`config.mk`:
```
export PLATFORM = sky130hd
export DESIGN_NAME = loadAlign
export DESIGN_NICKNAME = d
export VERILOG_FILES = /design/src/verilog/lsuPkg.sv /design/src/verilog/loadAlign.sv
export VERILOG_INCLUDE_DIRS = /design/src /design/src/verilog
export SDC_FILE = /design/constraint.sdc
export NUM_CORES = 1
export LEC_CHECK = 0
export BUFFER_PORTS_ARGS = -buffer_cell sky130_fd_sc_hd__buf_2
export CAP_MARGIN = 5
export CORE_UTILIZATION = 51
export DETAILED_ROUTE_END_ITERATION = 8
export MAX_ROUTING_LAYER = met4
export PLACE_DENSITY = 0.83
export RECOVER_POWER = 100
export SKIP_LAST_GASP = 1
export SYNTH_ARGS = -nofsm -noshare
export SYNTH_HDL_FRONTEND = slang
export SYNTH_SLANG_ARGS = --single-unit
export TNS_END_PERCENT = 1
```
`constraint.sdc`:
```
create_clock -name clk -period 1.1 [get_ports clk]
set_clock_uncertainty 0.05 [all_clocks]
set_input_delay 0.165 -clock clk [delete_from_list [all_inputs] [get_ports clk]]
set_output_delay 0.165 -clock clk [all_outputs]
set_load 0.05 [all_outputs]
```
`src/verilog/lsu_settings.svh`:
```
// LSU widths and encodings

`ifndef LSU_SETTINGS_SVH
`define LSU_SETTINGS_SVH

//////////////////////////////
// data path widths
//////////////////////////////

// one hart word and the byte lanes it splits into
`define LSU_XLEN 32
`define LSU_BYTES 4

// DTIM depth in words, 1 KiB in total
`define LSU_DTIM_WORDS 256
// byte address bits that the DTIM decodes
`define LSU_ADR_BITS 10

//////////////////////////////
// M-stage control encodings
//////////////////////////////

// MemRWM is {read, write}, so 00 means no access in M
`define LSU_RW_READ 2'b10
`define LSU_RW_WRITE 2'b01

// access size lives in the low two bits of Funct3
`define LSU_SIZE_B 2'b00
`define LSU_SIZE_H 2'b01
`define LSU_SIZE_W 2'b10

// funct3 bit 2 picks zero extension (lbu, lhu)
`define LSU_F3_UNSIGNED 2

// AtomicM codes, where 00 is a plain load or store
`define LSU_ATOMIC_LR 2'b01
`define LSU_ATOMIC_SC 2'b10

`endif

```
`src/verilog/lsuPkg.sv`:
```
// LSU shared types
`default_nettype none

`include "lsu_settings.svh"

package lsuPkg;

  //////////////////////////////
  // data word views
  //////////////////////////////

  // the same 32 bits seen as byte lanes or as halfword lanes
  // store replication, load lane select and DTIM byte writes all
  // pick lanes out of this word
  typedef union packed {
    logic [`LSU_BYTES-1:0][7:0]     bytes;
    logic [`LSU_BYTES/2-1:0][15:0]  halves;
  } dataWordT;

endpackage

`default_nettype wire

```
`src/verilog/loadAlign.sv`:
```
// load data alignment and M-to-W register
`timescale 1ns/100ps
`default_nettype none

`include "lsu_settings.svh"

module loadAlign (
  input  logic                  clk,
  input  logic                  arstN,
  input  logic                  StallW,
  input  logic [2:0]            Funct3M,
  input  logic [1:0]            IEUAdrM,
  input  logic                  BigEndianM,
  input  logic [`LSU_XLEN-1:0]  DtimReadData,
  output logic [`LSU_XLEN-1:0]  ReadDataW
);

  lsuPkg::dataWordT        rdWord;
  logic [7:0]              byteSel;
  logic [15:0]             halfSel;
  logic                    zeroExt;
  logic [`LSU_XLEN-1:0]    readDataM;

  //////////////////////////////
  // big-endian swap
  //////////////////////////////

  // the hart works little-endian inside, so a big-endian word is turned
  // around before any lane is picked
  always_comb begin
    if (BigEndianM) begin
      rdWord = {<<8{DtimReadData}};
    end else begin
      rdWord = DtimReadData;
    end
  end

  //////////////////////////////
  // lane select
  //////////////////////////////

  // byte lane from both offset bits, halfword lane from bit 1 only
  assign byteSel = rdWord.bytes[IEUAdrM];
  assign halfSel = rdWord.halves[IEUAdrM[1]];

  //////////////////////////////
  // extension
  //////////////////////////////

  // lbu and lhu fill with zeros, lb and lh copy the sign bit up
  assign zeroExt = Funct3M[`LSU_F3_UNSIGNED];

  always_comb begin
    case (Funct3M[1:0])
      `LSU_SIZE_B: begin
        readDataM = {{(`LSU_XLEN-8){~zeroExt & byteSel[7]}}, byteSel};
      end
      `LSU_SIZE_H: begin
        readDataM = {{(`LSU_XLEN-16){~zeroExt & halfSel[15]}}, halfSel};
      end
      default: begin
        readDataM = rdWord;
      end
    endcase
  end

  //////////////////////////////
  // M-to-W register
  //////////////////////////////

  // W sees the load result until the next edge that is not stalled
  always_ff @(posedge clk or negedge arstN) begin
    if (!arstN) begin
      ReadDataW <= '0;
    end else if (!StallW) begin
      ReadDataW <= readDataM;
    end
  end

endmodule

`default_nettype wire

```
# == Word-level counts from Yosys, hierarchy flattened ==
# Cells that the tools add are included.
# word_totals
word_cells,14
ff_bits,32
out_inout_bits,32
# classes
n_eq_ne,1
bitwise_logic,3
n_mux,6
magnitude_cmp,2
n_reduce_logical,1
# ops
op,count
$pmux W32 S2,1
$mux W16,2
$mux W32,1
$bmux W8 S2,1
$mux W8,1
$lt A2 B3 Y1 const B,1
$and A1 B1 Y1,2
$eq A2 B1 Y1 const B,1
$logic_not A2 Y1,1
$lt A1 B2 Y1 const B,1
$not A1 Y1,1

# == Logic depth before layout (Yosys ltp) ==
# Gate-level depths: netlist of the first run.
# depth
depth_word,5
depth_mapped,7
ltp_nobuf,4

# == Worst setup path before layout of the first run ==
# OpenSTA, ideal clock, no wires.
# synth_path
path_type,input port to flip-flop
startpoint,input BigEndianM
endpoint,register ReadDataW[0]
path_buffers,3
arrival_ns,1.438
required_time_ns,0.924
path_slack_ns,-0.514
path_stages,5
path_cell_list,buf_6 -> buf_4 -> clkbuf_1 -> mux2_2 -> a221o_1
# synth_via
elab_chain_cells,4
# synth_rtl
item,line,rtl
start: declaration,loadAlign.sv:13,"input logic BigEndianM,"
$mux W32 *,loadAlign.sv:31,if (BigEndianM) begin
$bmux W8 S2 or $mux W16 (tied branches),"loadAlign.sv:43, loadAlign.sv:44",
$mux W8 (not written as such) or $mux W16 (tied branches),"loadAlign.sv:43, loadAlign.sv:44",
$pmux W32 S2 *,loadAlign.sv:54,case (Funct3M[1:0])
end signal: assignment,loadAlign.sv:76,ReadDataW <= readDataM;
end: declaration,loadAlign.sv:15,output logic [`LSU_XLEN-1:0] ReadDataW
# Mark *: on every way between the ends. The rest lies on a longest branch, timed or not. The select of a mux whose other input is x is not followed.
# A chain may end at the register's enable or synchronous reset.

# == Worst setup path after layout of the first run ==
# layout_path
startpoint,input DtimReadData[15]
endpoint,register ReadDataW[12]
# layout_via
elab_chain_cells,5
# layout_rtl
item,line,rtl
start: declaration,loadAlign.sv:14,"input logic [`LSU_XLEN-1:0] DtimReadData,"
$mux W32,loadAlign.sv:31,
$bmux W8 S2,loadAlign.sv:43,assign byteSel = rdWord.bytes[IEUAdrM];
$mux W8 (not written as such),loadAlign.sv:43,
$and A1 B1 Y1,loadAlign.sv:56,"readDataM = {{(`LSU_XLEN-8){~zeroExt & byteSel[7]}}, byteSel};"
$pmux W32 S2,loadAlign.sv:54,
# No other way between the ends. The select of a mux whose other input is x is not followed.

==> results of run 1 <==
-- final timing paths --
| check | start | endpoint | slack, ns | cells after the start |
|---|---|---|---|---|
| max in group asynchronous | arstN | ReadDataW[21] | 0.25 | 3 |
| min in group asynchronous | arstN | ReadDataW[3] | 0.43 | 3 |
| worst max register to register | ReadDataW[13] | ReadDataW[13] | 0.03 | 2 |
| worst min register to register | ReadDataW[18] | ReadDataW[18] | 0.47 | 1 |
| worst min-delay path | Funct3M[2] | ReadDataW[15] | 0.21 | 4 |
| worst max-delay path | DtimReadData[15] | ReadDataW[12] | -0.35 | 7 |
-- what timing repair did --
action	in CTS	in global routing
pin swaps	5	5
gates resized for setup	15	3
buffers inserted	9	5
hold endpoints to repair	32	0
endpoints found under the setup margin	61	64
hold buffers	1	0
-- stage by stage --
| stage | power [W] | cells | hold slack [ns] | util (%) |
|---|---|---|---|---|
| 3_5_place_dp | 0.00303 | 339 | 0.0832 | 70.3 |
| 6_report | 0.00427 | 362 | 0.208 | 78.4 |
| 3_3_place_gp | 0.00299 | 339 | 0.0808 | 70.3 |
| 4_1_cts | 0.00421 | 357 | 0.204 | 76.8 |
| 5_1_grt | 0.00444 | 362 | 0.212 | 78.4 |
| 2_1_floorplan | 0.00252 | 198 | -0.181 | - |
-- per-layer routing --
| metal | share of wire (%) | GRT usage (%) | up-vias | wire (µm) |
|---|---|---|---|---|
| li1 | - | - | 1016 | - |
| met1 | 38 | 39.3 | 1113 | 2850 |
| met2 | 50 | 53.9 | 143 | 3690 |
| met3 | 8.2 | 5.10 | 32 | 611 |
| met4 | 3.8 | 15.6 | 0 | 284 |
| met5 | 0 | - | - | 0 |
-- power by group through the flow --
stage	Clock (W)	Combinational (W)	Sequential, W
after floorplan	0	0.000546	0.00197
after global placement	0	0.00156	0.00144
after detailed placement	0	0.00160	0.00144
after CTS	0.00112	0.00167	0.00142
after global routing	0.00118	0.00182	0.00144
final	0.00111	0.00173	0.00143
-- worst reg2reg max path: stages, from the launching register on --
cell and delay [ns]:
sky130_fd_sc_hd__dfrtp_1 0.40, sky130_fd_sc_hd__inv_1 0.06, sky130_fd_sc_hd__a222oi_1 0.43
-- cell usage in the layout (no fill, tap or decap), types with 2 or more instances in the layout --
master	n
sky130_fd_sc_hd__buf_2	71
sky130_fd_sc_hd__buf_12	4
sky130_fd_sc_hd__mux2i_4	2
sky130_fd_sc_hd__nand3_1	2
sky130_fd_sc_hd__inv_1	9
sky130_fd_sc_hd__nor3_1	2
sky130_fd_sc_hd__a2111oi_0	2
sky130_fd_sc_hd__nor2_1	7
sky130_fd_sc_hd__nand2b_1	3
sky130_fd_sc_hd__buf_4	43
sky130_fd_sc_hd__a222oi_1	8
sky130_fd_sc_hd__dfrtp_1	32
sky130_fd_sc_hd__a21oi_1	5
sky130_fd_sc_hd__o221ai_1	4
sky130_fd_sc_hd__nor2b_1	2
sky130_fd_sc_hd__nand2_1	14
sky130_fd_sc_hd__a221o_1	17
sky130_fd_sc_hd__clkbuf_8	5
sky130_fd_sc_hd__mux2_2	18
sky130_fd_sc_hd__mux2i_1	23
sky130_fd_sc_hd__buf_6	3
sky130_fd_sc_hd__mux4_2	14
-- layout make-up --
type / count / area share [%]
Multi-Input combinational cell: 138 / 42.8
Inverter: 9 / 1.04
Timing Repair Buffer: 125 / 26.2
Clock inverter: 2 / 1.08
Clock buffer: 6 / 2.24
Sequential cell: 32 / 24.7
Tap cell: 50 / 1.93
-- cells by family after synthesis --
logic type | count (synthesis)
AOI/OAI and AO/OA | 39
buffers and inverters | 28
and+or+nand+nor | 41
DFF | 32
muxes | 58
==> summary.txt, run 1 <==
FLOORPLANNING
--------------------------------------------------------------------------------
Starting density of the core ......................................        55.2%
Die width .........................................................      69.0 µm
Floorplan die area ................................................     4760 µm²
Die Y .............................................................      69.0 µm
Core Footprint ....................................................     4140 µm²
Std cell rows .....................................................           23
I/O pin count .....................................................           73

WORST SETUP PATH
--------------------------------------------------------------------------------
Element type at the critical path start ........................... primary input
Top cell family by delay on the critical path ..................... multiplexers
Critical path class ............................................... primary input to register
CP Max Fanout .....................................................            5
Max stage delay cell, worst path .................................. sky130_fd_sc_hd__mux4_2
Nature of the critical path endpoint ..............................     register
Arrival time of data at the critical path endpoint ................      1.54 ns
Critical path buffer and inverter count ...........................            3
Critical path cell sequence ....................................... buf_2 -> mux4_2 -> nand2b_4 -> a41oi_2 -> buf_6 -> buf_12 -> a222oi_1
CP Data Required Time .............................................      1.19 ns
Slowest Stage Delay on Critical Path ..............................      0.51 ns

TIMING
--------------------------------------------------------------------------------
Worst Max-Slew Pin Slew ...........................................     0.581 ns
Unrepaired setup endpoints after global routing ...................          yes
Timing-limited maximum frequency ..................................      689 MHz
Remaining max-slew budget at the tightest pin .....................        60.3%
Final period util .................................................         132%
Accumulated negative setup slack ..................................     -8.96 ns
Post-route setup slack ............................................    -0.351 ns
Clock period minus final worst setup slack ........................      1.45 ns
Final-report hold violation count .................................            0
Count of final max-slew check failures ............................            0
Number of failing setup endpoints in the final timing report ......           59

GLOBAL ROUTE
--------------------------------------------------------------------------------
Global-route wire length before repair ............................     10800 µm
Initial antenna violation count ...................................            0
Gr ovfl total .....................................................            0
Overall routing resource usage ....................................        32.8%
Largest net degree at the start of global routing .................           39
Via count of the first global-routing pass ........................         2194

FINISH
--------------------------------------------------------------------------------
Multi-input gate area in the final layout .........................     1390 µm²
Register with the highest flop count ..............................    ReadDataW
Antenna diode count ...............................................            0
Sequential cell area ..............................................      801 µm²
# nets final ......................................................          352
Number of flip-flops in the largest register ......................           32
Regs by FF count .................................................. ReadDataW: 32 flops
Fraction of final layout cells with drive strength greater than 1 .        54.8%
Area added between synthesis and finish ...........................        41.9%
Fill count ........................................................          253
Cell area after layout ............................................     3250 µm²

SYNTHESIS
--------------------------------------------------------------------------------
Main flop type after synthesis .................................... sky130_fd_sc_hd__dfrtp_1
Synthesis Warnings ................................................            0
Synth Cell Area ...................................................     2290 µm²
Syn Area/Cell .....................................................     11.6 µm²
Area share of fa/ha/maj cells after synthesis .....................           0%
Cell type with the highest aggregate area in the netlist .......... sky130_fd_sc_hd__dfrtp_1
Fraction of the mapped netlist area in compound gates .............        15.8%
Area share of the largest cell type after synthesis ...............        35.0%
Count of unique library cells instantiated by Yosys ...............           32
Number of synthesized flops with an enable pin ....................            0
Proportion of synthesized chip area in sequential cells ...........        35.0%
Dominant cells by area after synthesis ............................ sky130_fd_sc_hd__dfrtp_1 (35%), sky130_fd_sc_hd__mux4_2 (14%), sky130_fd_sc_hd__mux2i_1 (11%), sky130_fd_sc_hd__mux2_2 (8.9%), sky130_fd_sc_hd__a221o_1 (7.4%)
Post-synthesis cell count .........................................          198
Async SR Flop Fraction ............................................         100%
Mapped Nets .......................................................          239
Simple-Gate Fraction of Synth Area ................................        8.97%
Library cell with the highest instance count after synthesis ...... sky130_fd_sc_hd__dfrtp_1
Most frequent cells after synthesis ............................... sky130_fd_sc_hd__dfrtp_1 (32), sky130_fd_sc_hd__mux2i_1 (26), sky130_fd_sc_hd__mux2_2 (18), sky130_fd_sc_hd__a221o_1 (17), sky130_fd_sc_hd__nand2_1 (15)
Register bit total from synthesis .................................           32
Multiplexer fraction of the synthesized cell area .................        34.0%
Xor and xnor area share after synthesis ...........................           0%
Combinational family with the most area after synthesis ........... multiplexers

STATUS
--------------------------------------------------------------------------------
Result of the run ................................................. complete, but fails checks
Failing checks .................................................... setup timing

PLACEMENT
--------------------------------------------------------------------------------
Number of buffers inserted by port buffering ......................           72
HPWL reported at the end of detailed placement ....................      4860 µm
Dpl cell area .....................................................     2910 µm²
Last weighted congestion value of the routability-driven placer ...        0.918
Worst slack at placement ..........................................    -0.861 ns

DETAILED ROUTING
--------------------------------------------------------------------------------
Final wirelength ..................................................      7440 µm
Antenna viol nets, final ..........................................            0
DRC marker count from the first detailed-route iteration ..........          341
Detailed-routing iteration count for the pre-antenna-repair pass ..            7
Routed length per placed instance .................................      20.5 µm
Post-detailed-route DRC marker count ..............................            0
Per-cell via count in the routed design ...........................         6.36
Vias post-DR ......................................................         2304

PWR
--------------------------------------------------------------------------------
Share of total power in sequential cells ..........................        33.4%
Power density over cell area ......................................  1310 nW/µm²
Share of power burned in combinational logic ......................        40.5%
Peak supply drop ..................................................   0.000841 V
Net switching fraction of the power ...............................        37.8%
Leakage dissipation ...............................................      1.59 nW
Proportion of power drawn by the clock network ....................        26.1%
Sw power ..........................................................    0.00161 W
Design internal power .............................................    0.00265 W

CLOCK NETWORK
--------------------------------------------------------------------------------
Skew-Pair Late Insertion Delay ....................................      0.28 ns
Count of H-tree levels built during CTS ...........................            2
Clk pin slew, worst setup/hold paths ..............................      0.07 ns
CTS tree ..........................................................          yes
Master cell of the clock root buffer .............................. sky130_fd_sc_hd__clkbuf_8
Longest Clk Path Bufs .............................................            2
Number of clock sinks .............................................           32
Clock buffer count from CTS .......................................            5

MIN PATH
--------------------------------------------------------------------------------
Class of the tightest hold or removal check ....................... primary input to register

FLOW RUN
--------------------------------------------------------------------------------
Number of maximum-capacitance constraint violations ...............            0

(Power assumes the default switching activity.)
==> inputs of run 2 (changes only) <==
RECOVER_POWER = unset   (was 100)
==> summary.txt, run 2 (same netlist as run 1, synthesis figures left out) <==
FINISH
-----------------------------------------------------------------------------------
# nets final .........................................................          352
Core occupancy in the finished layout ................................        78.7%
Cell area after layout ...............................................     3260 µm²
Regs by FF count ..................................................... ReadDataW: 32 flops
Register with the highest flop count .................................    ReadDataW
Count of placed standard cells in the final layout, fillers left out .          362
Area added between synthesis and finish ..............................        42.4%
Commonest cells after routing, fill and taps aside ................... sky130_fd_sc_hd__buf_2 (71), sky130_fd_sc_hd__buf_4 (43), sky130_fd_sc_hd__dfrtp_1 (32)
Fraction of final layout cells with drive strength greater than 1 ....        54.8%
Antenna diode count ..................................................            0
Commonest non-fill, non-tap cell in the layout ....................... sky130_fd_sc_hd__buf_2
Number of flip-flops in the largest register .........................           32

PLACEMENT
-----------------------------------------------------------------------------------
Last weighted congestion value of the routability-driven placer ......        0.918
Dpl cell area ........................................................     2910 µm²
HPWL reported at the end of detailed placement .......................      4860 µm
Number of buffers inserted by port buffering .........................           72
Post-Place Cells .....................................................          339

CLOCK NETWORK
-----------------------------------------------------------------------------------
Count of H-tree levels built during CTS ..............................            2
CTS tree .............................................................          yes
Skew-Pair Late Insertion Delay .......................................      0.28 ns
Number of clock sinks ................................................           32
Clock buffer count from CTS ..........................................            5
Master cell of the clock root buffer ................................. sky130_fd_sc_hd__clkbuf_8
Clk pin slew, worst setup/hold paths .................................      0.07 ns
Longest Clk Path Bufs ................................................            2

DETAILED ROUTING
-----------------------------------------------------------------------------------
Routed length per placed instance ....................................      20.6 µm
Detailed-routing iteration count for the pre-antenna-repair pass .....            5
Met2 routed WL .......................................................      3720 µm
Uppermost layer routed ...............................................         met4
Final wirelength .....................................................      7460 µm
Met3 wire length .....................................................       591 µm
Antenna viol nets, final .............................................            0
Per-cell via count in the routed design ..............................         6.36
DRC marker count from the first detailed-route iteration .............          341
Post-detailed-route DRC marker count .................................            0
Met1 Routed Length ...................................................      2880 µm
Vias post-DR .........................................................         2301

PWR
-----------------------------------------------------------------------------------
Final Total Pwr ......................................................    0.00428 W
Leakage dissipation ..................................................      1.60 nW
Power density over cell area .........................................  1310 nW/µm²
Peak supply drop .....................................................   0.000843 V

FLOORPLANNING
-----------------------------------------------------------------------------------
I/O pin count ........................................................           73
Std cell rows ........................................................           23
Die Y ................................................................      69.0 µm
Die width ............................................................      69.0 µm
Floorplan die area ...................................................     4760 µm²
Starting density of the core .........................................        55.2%
Core Footprint .......................................................     4140 µm²

MIN PATH
-----------------------------------------------------------------------------------
Hold Crit Start ......................................................   Funct3M[2]
Class of the tightest hold or removal check .......................... primary input to register
Hold path endpoint ................................................... ReadDataW[15]
Hold-critical path depth .............................................            4

GLOBAL ROUTE
-----------------------------------------------------------------------------------
Global-route wire length before repair ...............................     10800 µm
Via count of the first global-routing pass ...........................         2194
Gr ovfl total ........................................................            0
Largest net degree at the start of global routing ....................           39
Initial antenna violation count ......................................            0
Overall routing resource usage .......................................        32.8%

WORST SETUP PATH
-----------------------------------------------------------------------------------
CP Data Required Time ................................................      1.19 ns
Worst flop-to-flop path startpoint ................................... ReadDataW[13]
Worst reg-to-reg path cell count .....................................            2
Worst R2R End ........................................................ ReadDataW[13]
Nature of the critical path endpoint .................................     register
Element type at the critical path start .............................. primary input
Minimum setup slack among reg-to-reg paths ...........................      0.03 ns
Critical path class .................................................. primary input to register
CP Max Fanout ........................................................            5
Arrival time of data at the critical path endpoint ...................      1.54 ns

TIMING
-----------------------------------------------------------------------------------
Clock period minus final worst setup slack ...........................      1.45 ns
Remaining max-slew budget at the tightest pin ........................        60.2%
Count of final max-slew check failures ...............................            0
Final hold slack .....................................................     0.207 ns
Unrepaired setup endpoints after global routing ......................          yes
Number of failing setup endpoints in the final timing report .........           59
Timing-limited maximum frequency .....................................      690 MHz
Post-route setup slack ...............................................    -0.349 ns
Final period util ....................................................         132%
Final-report hold violation count ....................................            0
Worst Max-Slew Pin Slew ..............................................     0.582 ns

STATUS
-----------------------------------------------------------------------------------
Failing checks ....................................................... setup timing
Result of the run .................................................... complete, but fails checks

FLOW RUN
-----------------------------------------------------------------------------------
Number of maximum-capacitance constraint violations ..................            0

run 2: changes by cell type in the layout (fill, tap and decap cells not counted):
cell / delta
sky130_fd_sc_hd__buf_12: +1
sky130_fd_sc_hd__clkbuf_4: -1
run 2: worst max-delay path by stage:
stage	from	endpoint	slack, ns	cells after the start
2_1_floorplan	BigEndianM	ReadDataW[16]	-0.45	6
3_3_place_gp	BigEndianM	ReadDataW[25]	-0.77	5
3_5_place_dp	BigEndianM	ReadDataW[20]	-0.86	5
4_1_cts	BigEndianM	ReadDataW[16]	-0.27	6
5_1_grt	IEUAdrM[1]	ReadDataW[15]	-0.40	6
6_report	DtimReadData[15]	ReadDataW[10]	-0.35	7
run 2: through the flow:
stage,setup slack (ns),TNS (ns)
floorplan,-0.452,-12.45
global placement,-0.770,-22.87
detailed placement,-0.861,-25.10
CTS,-0.274,-7.94
global route,-0.405,-10.79
finish,-0.349,-8.98
run 2: layout make-up:
class	instances	area (µm²)
timing repair buffer	125	865
sequential	32	801
multi-input combinational	138	1390
tap	50	62.6
inverter	9	33.8
fill	252	885
clock inverter	2	35.0
clock buffer	6	72.6
run 2: where the power goes:
| part | switching, W | internal, W | leakage, nW | total [W] |
|---|---|---|---|---|
| Sequential | 0.0000972 | 0.00133 | 0.389 | 0.00143 |
| Clock | 0.000442 | 0.000672 | 0.0552 | 0.00111 |
| Combinational | 0.00108 | 0.000656 | 1.15 | 0.00173 |
run 2: per-layer routing:
layer | track usage [%] | up-vias
met2 | 53.9 | 145
met5 | - | -
met3 | 5.10 | 30
met1 | 39.3 | 1111
li1 | - | 1015
met4 | 15.6 | 0
run 2: repair_timing:
item,in CTS,in global routing
endpoints found under the hold margin,32,0
buffers inserted,9,5
pin swaps,5,5
setup endpoints to repair,61,64
gates resized for setup,15,3
hold buffers,1,0
run 2: worst max-delay path: stages:
cell and delay (ns):
sky130_fd_sc_hd__buf_2 0.13, sky130_fd_sc_hd__mux4_2 0.51, sky130_fd_sc_hd__nand2b_4 0.17, sky130_fd_sc_hd__a41oi_2 0.24, sky130_fd_sc_hd__buf_6 0.16, sky130_fd_sc_hd__buf_12 0.10, sky130_fd_sc_hd__a222oi_1 0.05
==> inputs of run 3 (changes only) <==
PLACE_DENSITY = 0.8   (was 0.83)
TNS_END_PERCENT = 100   (was 1)
==> summary.txt, run 3 (same netlist as run 1, synthesis figures left out) <==
CLOCK NETWORK
-----------------------------------------------------------------------------------
Count of H-tree levels built during CTS ..............................            2
Clock buffer count from CTS ..........................................            5
CTS tree .............................................................          yes
Number of clock sinks ................................................           32
Longest Clk Path Bufs ................................................            2
Master cell of the clock root buffer ................................. sky130_fd_sc_hd__clkbuf_8
Clk pin slew, worst setup/hold paths .................................      0.07 ns
Skew-Pair Late Insertion Delay .......................................      0.30 ns

FINISH
-----------------------------------------------------------------------------------
Sequential cell area .................................................      801 µm²
Register with the highest flop count .................................    ReadDataW
Fill count ...........................................................          228
Regs by FF count ..................................................... ReadDataW: 32 flops
Antenna diode count ..................................................            0
Commonest cells after routing, fill and taps aside ................... sky130_fd_sc_hd__buf_4 (43), sky130_fd_sc_hd__buf_2 (37), sky130_fd_sc_hd__dfrtp_1 (32), sky130_fd_sc_hd__buf_6 (32), sky130_fd_sc_hd__mux2i_1 (24)
Commonest non-fill, non-tap cell in the layout ....................... sky130_fd_sc_hd__buf_4
Number of flip-flops in the largest register .........................           32
Count of placed standard cells in the final layout, fillers left out .          355
Area added between synthesis and finish ..............................        47.9%
# nets final .........................................................          345
Fraction of final layout cells with drive strength greater than 1 ....        55.1%
Multi-input gate area in the final layout ............................     1440 µm²

DETAILED ROUTING
-----------------------------------------------------------------------------------
Vias post-DR .........................................................         2316
Final wirelength .....................................................      7350 µm
Per-cell via count in the routed design ..............................         6.52
Post-detailed-route DRC marker count .................................            0
Routed length per placed instance ....................................      20.7 µm
Antenna viol nets, final .............................................            0
Detailed-routing iteration count for the pre-antenna-repair pass .....            7
DRC marker count from the first detailed-route iteration .............          255

TIMING
-----------------------------------------------------------------------------------
Post-route setup slack ...............................................    -0.273 ns
Timing-limited maximum frequency .....................................      729 MHz
Unrepaired setup endpoints after global routing ......................          yes
Remaining max-slew budget at the tightest pin ........................        69.4%
Final-report hold violation count ....................................            0
Count of final max-slew check failures ...............................            0
Worst Max-Slew Pin Slew ..............................................     0.457 ns
Number of failing setup endpoints in the final timing report .........           37
Final period util ....................................................         125%
Clock period minus final worst setup slack ...........................      1.37 ns

WORST SETUP PATH
-----------------------------------------------------------------------------------
Critical path class .................................................. primary input to register
CP Data Required Time ................................................      1.23 ns
Minimum setup slack among reg-to-reg paths ...........................      0.03 ns
Slowest Stage Delay on Critical Path .................................      0.51 ns
Element type at the critical path start .............................. primary input
Max stage delay cell, worst path ..................................... sky130_fd_sc_hd__mux4_2
CP Max Fanout ........................................................            8
Nature of the critical path endpoint .................................     register
Critical path cell sequence .......................................... buf_2 -> mux4_2 -> mux2i_4 -> nor3_4 -> a221o_1
Arrival time of data at the critical path endpoint ...................      1.50 ns

GLOBAL ROUTE
-----------------------------------------------------------------------------------
Gr ovfl total ........................................................            0
Via count of the first global-routing pass ...........................         2176
Overall routing resource usage .......................................        32.2%
Initial antenna violation count ......................................            0
Largest net degree at the start of global routing ....................           39
Global-route wire length before repair ...............................     10500 µm

FLOORPLANNING
-----------------------------------------------------------------------------------
Floorplan die area ...................................................     4760 µm²
Core Footprint .......................................................     4140 µm²
Std cell rows ........................................................           23
I/O pin count ........................................................           73
Starting density of the core .........................................        55.2%
Die Y ................................................................      69.0 µm
Die width ............................................................      69.0 µm

STATUS
-----------------------------------------------------------------------------------
Result of the run .................................................... complete, but fails checks
Failing checks ....................................................... setup timing

PWR
-----------------------------------------------------------------------------------
Leakage dissipation ..................................................      1.61 nW
Final Total Pwr ......................................................    0.00432 W
Power density over cell area .........................................  1280 nW/µm²
Peak supply drop .....................................................    0.00110 V

PLACEMENT
-----------------------------------------------------------------------------------
HPWL reported at the end of detailed placement .......................      4470 µm
Last weighted congestion value of the routability-driven placer ......        0.897
Number of buffers inserted by port buffering .........................           72
Post-Place Cells .....................................................          338

FLOW RUN
-----------------------------------------------------------------------------------
Number of maximum-capacitance constraint violations ..................            0

MIN PATH
-----------------------------------------------------------------------------------
Class of the tightest hold or removal check .......................... primary input to register

-- run 3: power breakdown --
group	switching (W)	internal, W
logic	0.00109	0.000829
clock network	0.000499	0.000441
registers	0.000130	0.00133
-- run 3: final timing paths --
check | from | endpoint | cells past startpoint
min in group asynchronous | arstN | ReadDataW[10] | 3
hold reg to reg | ReadDataW[18] | ReadDataW[18] | 1
setup reg to reg | ReadDataW[22] | ReadDataW[22] | 2
max in group asynchronous | arstN | ReadDataW[23] | 3
hold / removal | IEUAdrM[0] | ReadDataW[15] | 4
setup / recovery | DtimReadData[7] | ReadDataW[22] | 5
-- run 3: repair_timing --
item | in CTS | in global routing
hold endpoints to repair | 32 | 0
cloned | 1 | 0
endpoints found under the setup margin | 64 | 53
gates resized for setup | 62 | 27
hold buffers | 1 | 0
pin swaps | 2 | 13
buffers inserted | 0 | 7
-- run 3: layout make-up --
class | count | area share (%)
timing repair buffer | 117 | 28.3
inverter | 9 | 0.998
multi-input combinational | 139 | 42.6
tap | 50 | 1.85
clock buffer | 5 | 2.03
sequential | 32 | 23.7
clock inverter | 3 | 0.554
-- run 3: layer usage --
| layer | global-route usage [%] | up-vias | part of all wire, % |
|---|---|---|---|
| met1 | 37.9 | 1134 | 37 |
| li1 | - | 1006 | - |
| met3 | 9.05 | 28 | 9.3 |
| met4 | 19.4 | 0 | 4.3 |
| met5 | - | - | 0 |
| met2 | 48.7 | 148 | 49 |
-- run 3: through the flow --
step,hold WS (ns),cell area (µm²),setup slack (ns),utilization [%],setup TNS [ns]
5_1_grt,0.209,3390,-0.280,81.7,-6.96
4_1_cts,0.188,3210,-0.242,77.5,-5.54
2_1_floorplan,-0.181,2320,-0.452,-,-11.71
3_5_place_dp,0.158,2900,-0.825,70.0,-22.05
3_3_place_gp,0.154,2900,-0.798,70.0,-21.36
6_report,0.188,3390,-0.273,81.7,-6.21
-- run 3: critical path: cells and delay by family --
kind                   cells  cell delay [ns]
AOI/OAI and AO/OA          1             0.29
buffers and inverters      1             0.11
and+or+nand+nor            1             0.13
muxes                      2             0.79
